===== config.mk =====
export PLATFORM = sky130hd
export DESIGN_NAME = mcu_pwr_ctrl
export DESIGN_NICKNAME = d
export VERILOG_FILES = /design/src/design/mcu_pwr_pkg.sv /design/src/design/pwr_ctrl_if.sv /design/src/design/fast_irq_capture.sv /design/src/design/domain_power_seq.sv /design/src/design/domain_ctrl_out.sv /design/src/design/mcu_pwr_ctrl.sv
export SDC_FILE = /design/constraint.sdc
export NUM_CORES = 1
export LEC_CHECK = 0
export ABC_AREA = 0
export BUFFER_PORTS_ARGS = -buffer_cell sky130_fd_sc_hd__buf_2
export CAP_MARGIN = 20
export CORE_UTILIZATION = 47
export DETAILED_ROUTE_END_ITERATION = 10
export HOLD_SLACK_MARGIN = 0.02
export MAX_ROUTING_LAYER = met4
export PLACE_DENSITY = 0.8
export REMOVE_ABC_BUFFERS = 1
export SKIP_LAST_GASP = 1
export SYNTH_ARGS = -nofsm -noshare
export SYNTH_HDL_FRONTEND = slang
export SYNTH_SLANG_ARGS = --single-unit

===== constraint.sdc =====
create_clock -name clk_i -period 1.55 [get_ports clk_i]
set_input_delay 0.155 -clock clk_i [delete_from_list [all_inputs] [get_ports clk_i]]
set_output_delay 0.155 -clock clk_i [all_outputs]
set_load 0.02 [all_outputs]

===== src/design/mcu_pwr_pkg.sv =====
/*
  power and interrupt control package
  widths, core interrupt vector positions and the power sequencer states
*/
package mcu_pwr_pkg;

  // fast source order is timer 1..3, dma done, spi, spi flash, ao gpio 0..7, dma window, ext
  localparam int unsigned FAST_IRQ_NUM = 16;
  localparam int unsigned IRQ_NUM = 32;
  localparam int unsigned STD_IRQ_NUM = 3;

  // positions in the core interrupt vector
  localparam int unsigned IRQ_SOFTWARE_BIT = 3;
  localparam int unsigned IRQ_TIMER_BIT = 7;
  localparam int unsigned IRQ_EXTERNAL_BIT = 11;
  localparam int unsigned IRQ_FAST_LSB = 16;

  typedef logic [FAST_IRQ_NUM-1:0] fast_irq_t;
  typedef logic [IRQ_NUM-1:0] irq_vec_t;

  // bit 0 software, bit 1 timer 0, bit 2 external
  typedef logic [STD_IRQ_NUM-1:0] std_irq_t;

  // power-down walks top to bottom, power-up continues from OFF
  typedef enum logic [3:0] {
    ACTIVE,
    CLK_OFF,
    ISOLATE,
    RESET,
    SWITCH_OFF,
    OFF,
    SWITCH_ON,
    RELEASE_RST,
    RELEASE_ISO
  } pwr_state_e;

endpackage


===== src/design/pwr_ctrl_if.sv =====
/*
  domain power control bundle
  switch, isolation, reset and clock gate enables with the switch acknowledge
*/
`timescale 1ns/1ps

interface pwr_ctrl_if;

  // all active low
  logic pwrgate_en_n;
  logic isogate_en_n;
  logic rst_n;
  logic clkgate_en_n;

  // low once the switch reports the domain powered
  logic pwrgate_ack_n;

  modport seq (
    output pwrgate_en_n,
    output isogate_en_n,
    output rst_n,
    output clkgate_en_n,
    input  pwrgate_ack_n
  );

  modport pad (
    input  pwrgate_en_n,
    input  isogate_en_n,
    input  rst_n,
    input  clkgate_en_n,
    output pwrgate_ack_n
  );

endinterface


===== src/design/fast_irq_capture.sv =====
/*
  fast interrupt capture
  rising edge detect into pending bits, standard line sampling, wake request
*/
`timescale 1ns/1ps

module fast_irq_capture
  import mcu_pwr_pkg::*;
(
  input  logic      clk_i,
  input  logic      arst_n_i,
  input  fast_irq_t fast_irq_i,
  input  fast_irq_t fast_irq_clear_i,
  input  std_irq_t  std_irq_i,
  output fast_irq_t pending_o,
  output std_irq_t  std_irq_o,
  output logic      wake_req_o
);

  fast_irq_t src_q;
  fast_irq_t pending_q;
  fast_irq_t pending_d;
  fast_irq_t rise;
  std_irq_t  std_q;

  // low at the previous edge, high now
  assign rise = fast_irq_i & ~src_q;

  // a new edge beats a clear in the same cycle
  assign pending_d = (pending_q & ~fast_irq_clear_i) | rise;

  always_ff @(posedge clk_i or negedge arst_n_i) begin
    if (!arst_n_i) begin
      src_q     <= '0;
      pending_q <= '0;
      std_q     <= '0;
    end else begin
      src_q     <= fast_irq_i;
      pending_q <= pending_d;
      std_q     <= std_irq_i;
    end
  end

  assign pending_o = pending_q;
  assign std_irq_o = std_q;

  // from registers only, so the sequencer sees a clean level
  assign wake_req_o = (|pending_q) | (|std_q);

endmodule


===== src/design/domain_power_seq.sv =====
/*
  cpu domain power sequencer
  ordered power-down on core sleep and power-up on wake, paced by the switch ack
*/
`timescale 1ns/1ps

module domain_power_seq
  import mcu_pwr_pkg::*;
(
  input  logic           clk_i,
  input  logic           arst_n_i,
  input  logic           core_sleep_i,
  input  logic           wake_req_i,
  pwr_ctrl_if.seq        pwr
);

  pwr_state_e state_q;
  pwr_state_e state_d;

  logic switch_n;
  logic iso_n;
  logic rst_n;
  logic clkgate_n;

  always_ff @(posedge clk_i or negedge arst_n_i) begin
    if (!arst_n_i) begin
      state_q <= ACTIVE;
    end else begin
      state_q <= state_d;
    end
  end

  always_comb begin
    state_d = state_q;
    unique case (state_q)
      ACTIVE: begin
        if (core_sleep_i && !wake_req_i) begin
          state_d = CLK_OFF;
        end
      end
      CLK_OFF: state_d = ISOLATE;
      ISOLATE: state_d = RESET;
      RESET: state_d = SWITCH_OFF;
      // hold until the switch reports the domain unpowered
      SWITCH_OFF: begin
        if (pwr.pwrgate_ack_n) begin
          state_d = OFF;
        end
      end
      OFF: begin
        if (wake_req_i) begin
          state_d = SWITCH_ON;
        end
      end
      SWITCH_ON: begin
        if (!pwr.pwrgate_ack_n) begin
          state_d = RELEASE_RST;
        end
      end
      RELEASE_RST: state_d = RELEASE_ISO;
      RELEASE_ISO: state_d = ACTIVE;
      default: state_d = ACTIVE;
    endcase
  end

  // one control moves per step
  always_comb begin
    switch_n  = 1'b0;
    iso_n     = 1'b1;
    rst_n     = 1'b1;
    clkgate_n = 1'b1;
    unique case (state_q)
      ACTIVE: begin
        clkgate_n = 1'b1;
      end
      CLK_OFF: begin
        clkgate_n = 1'b0;
      end
      ISOLATE: begin
        clkgate_n = 1'b0;
        iso_n     = 1'b0;
      end
      RESET, SWITCH_ON: begin
        clkgate_n = 1'b0;
        iso_n     = 1'b0;
        rst_n     = 1'b0;
      end
      SWITCH_OFF, OFF: begin
        clkgate_n = 1'b0;
        iso_n     = 1'b0;
        rst_n     = 1'b0;
        switch_n  = 1'b1;
      end
      RELEASE_RST: begin
        clkgate_n = 1'b0;
        iso_n     = 1'b0;
      end
      RELEASE_ISO: begin
        clkgate_n = 1'b0;
      end
      default: begin
        switch_n = 1'b0;
      end
    endcase
  end

  assign pwr.pwrgate_en_n = switch_n;
  assign pwr.isogate_en_n = iso_n;
  assign pwr.rst_n        = rst_n;
  assign pwr.clkgate_en_n = clkgate_n;

endmodule


===== src/design/domain_ctrl_out.sv =====
/*
  domain pin and interrupt vector output stage
  registers the power pins, merges debug reset and packs the core irq vector
*/
`timescale 1ns/1ps

module domain_ctrl_out
  import mcu_pwr_pkg::*;
(
  input  logic      clk_i,
  input  logic      arst_n_i,
  input  fast_irq_t pending_i,
  input  std_irq_t  std_irq_i,
  input  logic      debug_reset_n_i,
  input  logic      switch_ack_n_i,
  pwr_ctrl_if.pad   pwr,
  output irq_vec_t  irq_o,
  output fast_irq_t irq_fast_o,
  output logic      switch_n_o,
  output logic      iso_n_o,
  output logic      domain_rst_n_o,
  output logic      clkgate_en_n_o
);

  irq_vec_t irq_d;
  irq_vec_t irq_q;
  fast_irq_t fast_q;

  // unused positions stay zero
  always_comb begin
    irq_d = '0;
    irq_d[IRQ_FAST_LSB +: FAST_IRQ_NUM] = pending_i;
    irq_d[IRQ_SOFTWARE_BIT] = std_irq_i[0];
    irq_d[IRQ_TIMER_BIT] = std_irq_i[1];
    irq_d[IRQ_EXTERNAL_BIT] = std_irq_i[2];
  end

  always_ff @(posedge clk_i or negedge arst_n_i) begin
    if (!arst_n_i) begin
      irq_q          <= '0;
      fast_q         <= '0;
      switch_n_o     <= 1'b0;
      iso_n_o        <= 1'b1;
      domain_rst_n_o <= 1'b0;
      clkgate_en_n_o <= 1'b1;
    end else begin
      irq_q          <= irq_d;
      fast_q         <= pending_i;
      switch_n_o     <= pwr.pwrgate_en_n;
      iso_n_o        <= pwr.isogate_en_n;
      // debug module reset holds the domain in reset too
      domain_rst_n_o <= pwr.rst_n & debug_reset_n_i;
      clkgate_en_n_o <= pwr.clkgate_en_n;
    end
  end

  assign irq_o      = irq_q;
  assign irq_fast_o = fast_q;

  // switch ack goes straight back to the sequencer
  assign pwr.pwrgate_ack_n = switch_ack_n_i;

endmodule


===== src/design/mcu_pwr_ctrl.sv =====
/*
  always-on power and interrupt control for one switchable cpu domain
  ties interrupt capture, power sequencer and output stage together
*/
`timescale 1ns/1ps

module mcu_pwr_ctrl
  import mcu_pwr_pkg::*;
(
  input  logic      clk_i,
  input  logic      arst_n_i,
  input  fast_irq_t fast_irq_i,
  input  fast_irq_t fast_irq_clear_i,
  input  std_irq_t  std_irq_i,
  input  logic      core_sleep_i,
  input  logic      switch_ack_n_i,
  input  logic      debug_reset_n_i,
  output irq_vec_t  irq_o,
  output fast_irq_t irq_fast_o,
  output logic      switch_n_o,
  output logic      iso_n_o,
  output logic      domain_rst_n_o,
  output logic      clkgate_en_n_o
);

  fast_irq_t pending;
  std_irq_t  std_irq;
  logic      wake_req;

  pwr_ctrl_if pwr_if ();

  fast_irq_capture u_capture (
    .clk_i,
    .arst_n_i,
    .fast_irq_i,
    .fast_irq_clear_i,
    .std_irq_i,
    .pending_o  (pending),
    .std_irq_o  (std_irq),
    .wake_req_o (wake_req)
  );

  domain_power_seq u_seq (
    .clk_i,
    .arst_n_i,
    .core_sleep_i,
    .wake_req_i (wake_req),
    .pwr        (pwr_if.seq)
  );

  domain_ctrl_out u_out (
    .clk_i,
    .arst_n_i,
    .pending_i       (pending),
    .std_irq_i       (std_irq),
    .debug_reset_n_i,
    .switch_ack_n_i,
    .pwr             (pwr_if.pad),
    .irq_o,
    .irq_fast_o,
    .switch_n_o,
    .iso_n_o,
    .domain_rst_n_o,
    .clkgate_en_n_o
  );

endmodule


==> flow_metrics.py <==
metrics = {
    "placement": {
        "detailed_place_hpwl_mm": 2.81,
        "gp_routability_congestion": 0.775,
        "placedInstanceArea_sq_um": 2520,
        "port_buffers": 78,
    },
    "yosys": {
        "yosys-top-cells-area": "sky130_fd_sc_hd__dfrtp_1, sky130_fd_sc_hd__buf_4, sky130_fd_sc_hd__inv_1",
        "post_synth_mux_area_share_pct": 0,
        "post_synth_inst_count": 173,
        "yosys_register_bits": 62,
        "yosysTopAreaCell": "sky130_fd_sc_hd__dfrtp_1",
        "ys_seq_area_share_pct": 70.2,
        "synth.top_cell.area_share_pct": 67.8,
        "yosysUniqueCellTypes": 28,
        "yosys_warnings": 0,
        "synth_common_cells": "sky130_fd_sc_hd__dfrtp_1, sky130_fd_sc_hd__inv_1, sky130_fd_sc_hd__buf_4",
        "syn_area_sq_um": 2210,
        "ys.flop_type": "sky130_fd_sc_hd__dfrtp_1",
        "async_reset_ff_share_pct": 100,
        "synth_xor_area_share_pct": 1.19,
        "synthesized_area_fraction_occupied_by_ao_oa_aoi_and_oai_cells_pct": 6.84,
        "postSynthAreaPerCell_sq_um": 12.8,
        "synth_simple_gate_area_share_pct": 5.77,
        "edff_count_synth": 0,
        "synth_top_family_by_area": "buffers and inverters",
        "fraction_of_the_mapped_netlist_area_in_adder_cells_pct": 0,
        "synthMostInstantiatedCell": "sky130_fd_sc_hd__dfrtp_1",
    },
    "layout": {
        "drive_above_1_share_pct": 35.0,
        "n_antenna_cell": 0,
        "nFillCells": 346,
        "finalNetCount": 322,
        "final_design_area_no_fill_sq_um": 3050,
        "synthToLayoutAreaGrowth_pct": 37.9,
    },
    "setup_path": {
        "timing.critical_path.from_type": "flop",
        "data_required_critical_path_ns": 1.79,
        "worst-path-max-fanout": 3,
        "critPathArrivalTime_ns": 1.66,
        "setup.worst_path.end_class": "flop",
        "regToRegEndpoint": "u_seq.state_q[0]$_DFFE_PN0P_",
        "ff2ff_path_depth": 4,
        "timing.setup.critical_path_class": "flop to flop",
        "setup.reg_to_reg.worst_slack_ns": 0.13,
        "worstReg2RegStart": "u_capture.pending_o[7]$_DFF_PN0_",
    },
    "drt": {
        "detail_route.drc_violations": 16,
        "detail-route-antenna-nets": 0,
        "firstDrtPassIters": 8,
        "wl_mm": 4.27,
        "detailroute.via_count": 1520,
        "wire_per_inst_um": 12.6,
        "drt-initial-drc-count": 110,
        "viasPerCell": 4.50,
    },
    "grt": {
        "first_global_vias": 1473,
        "grt_start_max_net_pins": 27,
        "grt_first_pass_wirelength_mm": 6.73,
        "grt_overflow": 0,
        "initial_antenna_violation_count": 0,
        "gr-usage-all-layers_pct": 19.3,
    },
    "power_and_ir_drop": {
        "switchingPower_mw": 1.15,
        "clock_power_share_pct": 30.3,
        "p_int_mw": 2.81,
        "total_power_mw": 3.96,
        "power_per_cell_area_nw_per_um2": 1300,
        "seq_power_share_pct": 50.1,
        "power_frac_comb_pct": 19.6,
        "irDropWorstVdd_uv": 664,
        "power.leakage_nw": 1.61,
        "switching_share_pct": 29.0,
    },
    "clock_network": {
        "cts_sinks": 62,
        "cts.path.max_buffers": 2,
        "cts_buffers": 9,
        "clkSlewWorstSetupHoldPaths_ns": 0.06,
        "cts-root-buf": "sky130_fd_sc_hd__clkbuf_8",
        "cts_max_level": 3,
        "tritoncts": "built",
        "clock_insertion_delay_worst_skew_ns": 0.33,
        "postCtsSetupBuffers": 0,
    },
    "min_path": {
        "worst_hold_launch": "debug_reset_n_i",
        "hold_end": "u_out.domain_rst_n_o$_DFF_PN0_",
        "worst_hold_path_type": "primary input to flop",
        "min_path_cells": 2,
    },
    "timing": {
        "fmax_mhz": 706,
        "timing.final.crit_period_ns": 1.42,
        "final_hold_viol_count": 0,
        "timing.clock.skew_ns": 0.00154,
        "slew_limit_fails": 0,
        "timing.final.crit_share_pct": 91.4,
        "setup_viol_count_final": 0,
    },
    "status": {
        "violations_in_the_final_reports": "DRC",
        "outcome": "finished with violations",
    },
    "floorplanning": {
        "fp.dieH_um": 70.6,
        "die_footprint_sq_um": 4990,
        "initial_util_pct": 49.8,
        "placementRows": 24,
        "coreArea_sq_um": 4440,
        "top_level_ports": 92,
        "fp.dieW_um": 70.6,
    },
    "flow_run": {
        "max-cap-violations": 0,
    },
}
-- power by group through the flow --
stage | Combinational, mW | Clock, mW | Sequential [mW]
after floorplan | 0.277 | 0 | 2.15
after global placement | 0.691 | 0 | 2.00
after detailed placement | 0.705 | 0 | 2.01
after CTS | 0.777 | 1.22 | 1.98
after global routing | 0.848 | 1.30 | 2.01
final | 0.777 | 1.20 | 1.98
-- stage by stage --
step / hold slack [ns] / setup slack, ns / setup TNS (ns) / utilization, % / std cells
CTS: 0.0538 / 0.0290 / 0 / 68.6 / 338
finish: 0.0614 / 0.133 / 0 / 68.7 / 338
detailed placement: 0.148 / 0.0409 / 0 / 56.7 / 287
global placement: 0.143 / 0.140 / 0 / 56.7 / 287
global route: 0.0634 / -0.000215 / -0.000215 / 68.7 / 338
floorplan: -0.141 / 0.352 / 0 / - / 155
-- registers in the layout, indices dropped and copies added, names as in the netlist --
register and count:
u_capture.pending_o 16, u_capture.src_q 16, u_out.irq_fast_o 14, u_out.irq_o 5, u_seq.state_q 4, u_capture.std_irq_o 3
u_out.clkgate_en_n_o 1, u_out.domain_rst_n_o 1, u_out.iso_n_o 1, u_out.switch_n_o 1
-- cell families after synthesis --
| logic type | after synthesis |
|---|---|
| compound gates | 23 |
| xor+xnor | 3 |
| buf+inv | 64 |
| flops | 62 |
| other cells | 1 |
| simple gates | 20 |
-- timing repair --
action,CTS,global route
hold endpoints to repair,52,0
resized for setup,0,1
setup endpoints to repair,0,2
hold buffers,36,0
-- layer usage --
layer,wire [um],track usage [%]
met3,234,4.84
met4,179,15.1
met1,1660,21.1
met2,2200,30.3
met5,0,-
-- worst max path at each step --
stage | cells past startpoint | startpoint | end | slack, ns
floorplan | 4 | u_capture.pending_o[3]$_DFF_PN0_ | u_seq.state_q[0]$_DFFE_PN0P_ | 0.35
global placement | 4 | u_capture.pending_o[7]$_DFF_PN0_ | u_seq.state_q[0]$_DFFE_PN0P_ | 0.14
detailed placement | 4 | u_capture.pending_o[7]$_DFF_PN0_ | u_seq.state_q[0]$_DFFE_PN0P_ | 0.04
CTS | 4 | u_capture.pending_o[7]$_DFF_PN0_ | u_seq.state_q[0]$_DFFE_PN0P_ | 0.03
global route | 4 | u_capture.pending_o[7]$_DFF_PN0_ | u_seq.state_q[0]$_DFFE_PN0P_ | -0.0002
finish | 4 | u_capture.pending_o[7]$_DFF_PN0_ | u_seq.state_q[0]$_DFFE_PN0P_ | 0.13
-- layout by cell type (no fill, tap or decap), drive strengths merged --
| cell | synthesis | final |
|---|---|---|
| conb | 1 | 13 |
| nor2 | 4 | 4 |
| dfrtp | 60 | 60 |
| o21bai | 1 | 1 |
| nor4 | 4 | 4 |
| o21ai | 2 | 2 |
| a32oi | 1 | 1 |
| a21oi | 1 | 1 |
| nand2 | 5 | 5 |
| clkinv | 0 | 1 |
| buf | 30 | 80 |
| nand2b | 1 | 1 |
| o22ai | 16 | 16 |
| dfstp | 2 | 2 |
| nor3 | 1 | 1 |
| dlygate4sd3 | 0 | 36 |
| nand3 | 1 | 1 |
| xor2 | 2 | 2 |
| nor2b | 1 | 1 |
| o211ai | 1 | 1 |
| o31ai | 1 | 1 |
| nand3b | 1 | 1 |
| xnor2 | 1 | 1 |
| inv | 34 | 34 |
| clkbuf | 0 | 14 |
| or3 | 1 | 1 |
| nand4 | 1 | 1 |
-- final cells by class --
cell class / instances / area (sq um) / area share, %
repair buffers: 116 / 778 / 25.5
clock inverters: 1 / 5.00 / 0.164
clock buffers: 14 / 163 / 5.33
flip-flops and latches: 62 / 1550 / 50.9
multi-input cells: 59 / 360 / 11.8
well taps: 52 / 65.1 / 2.13
inverters: 34 / 128 / 4.18
-- worst max-delay path: stages (launching register included) --
cell and delay, ns:
sky130_fd_sc_hd__dfrtp_1 0.41, sky130_fd_sc_hd__nor4_2 0.36, sky130_fd_sc_hd__nand4_1 0.17, sky130_fd_sc_hd__nand3b_4 0.18, sky130_fd_sc_hd__o31ai_2 0.21
Power figures use the tool's default switching activity.
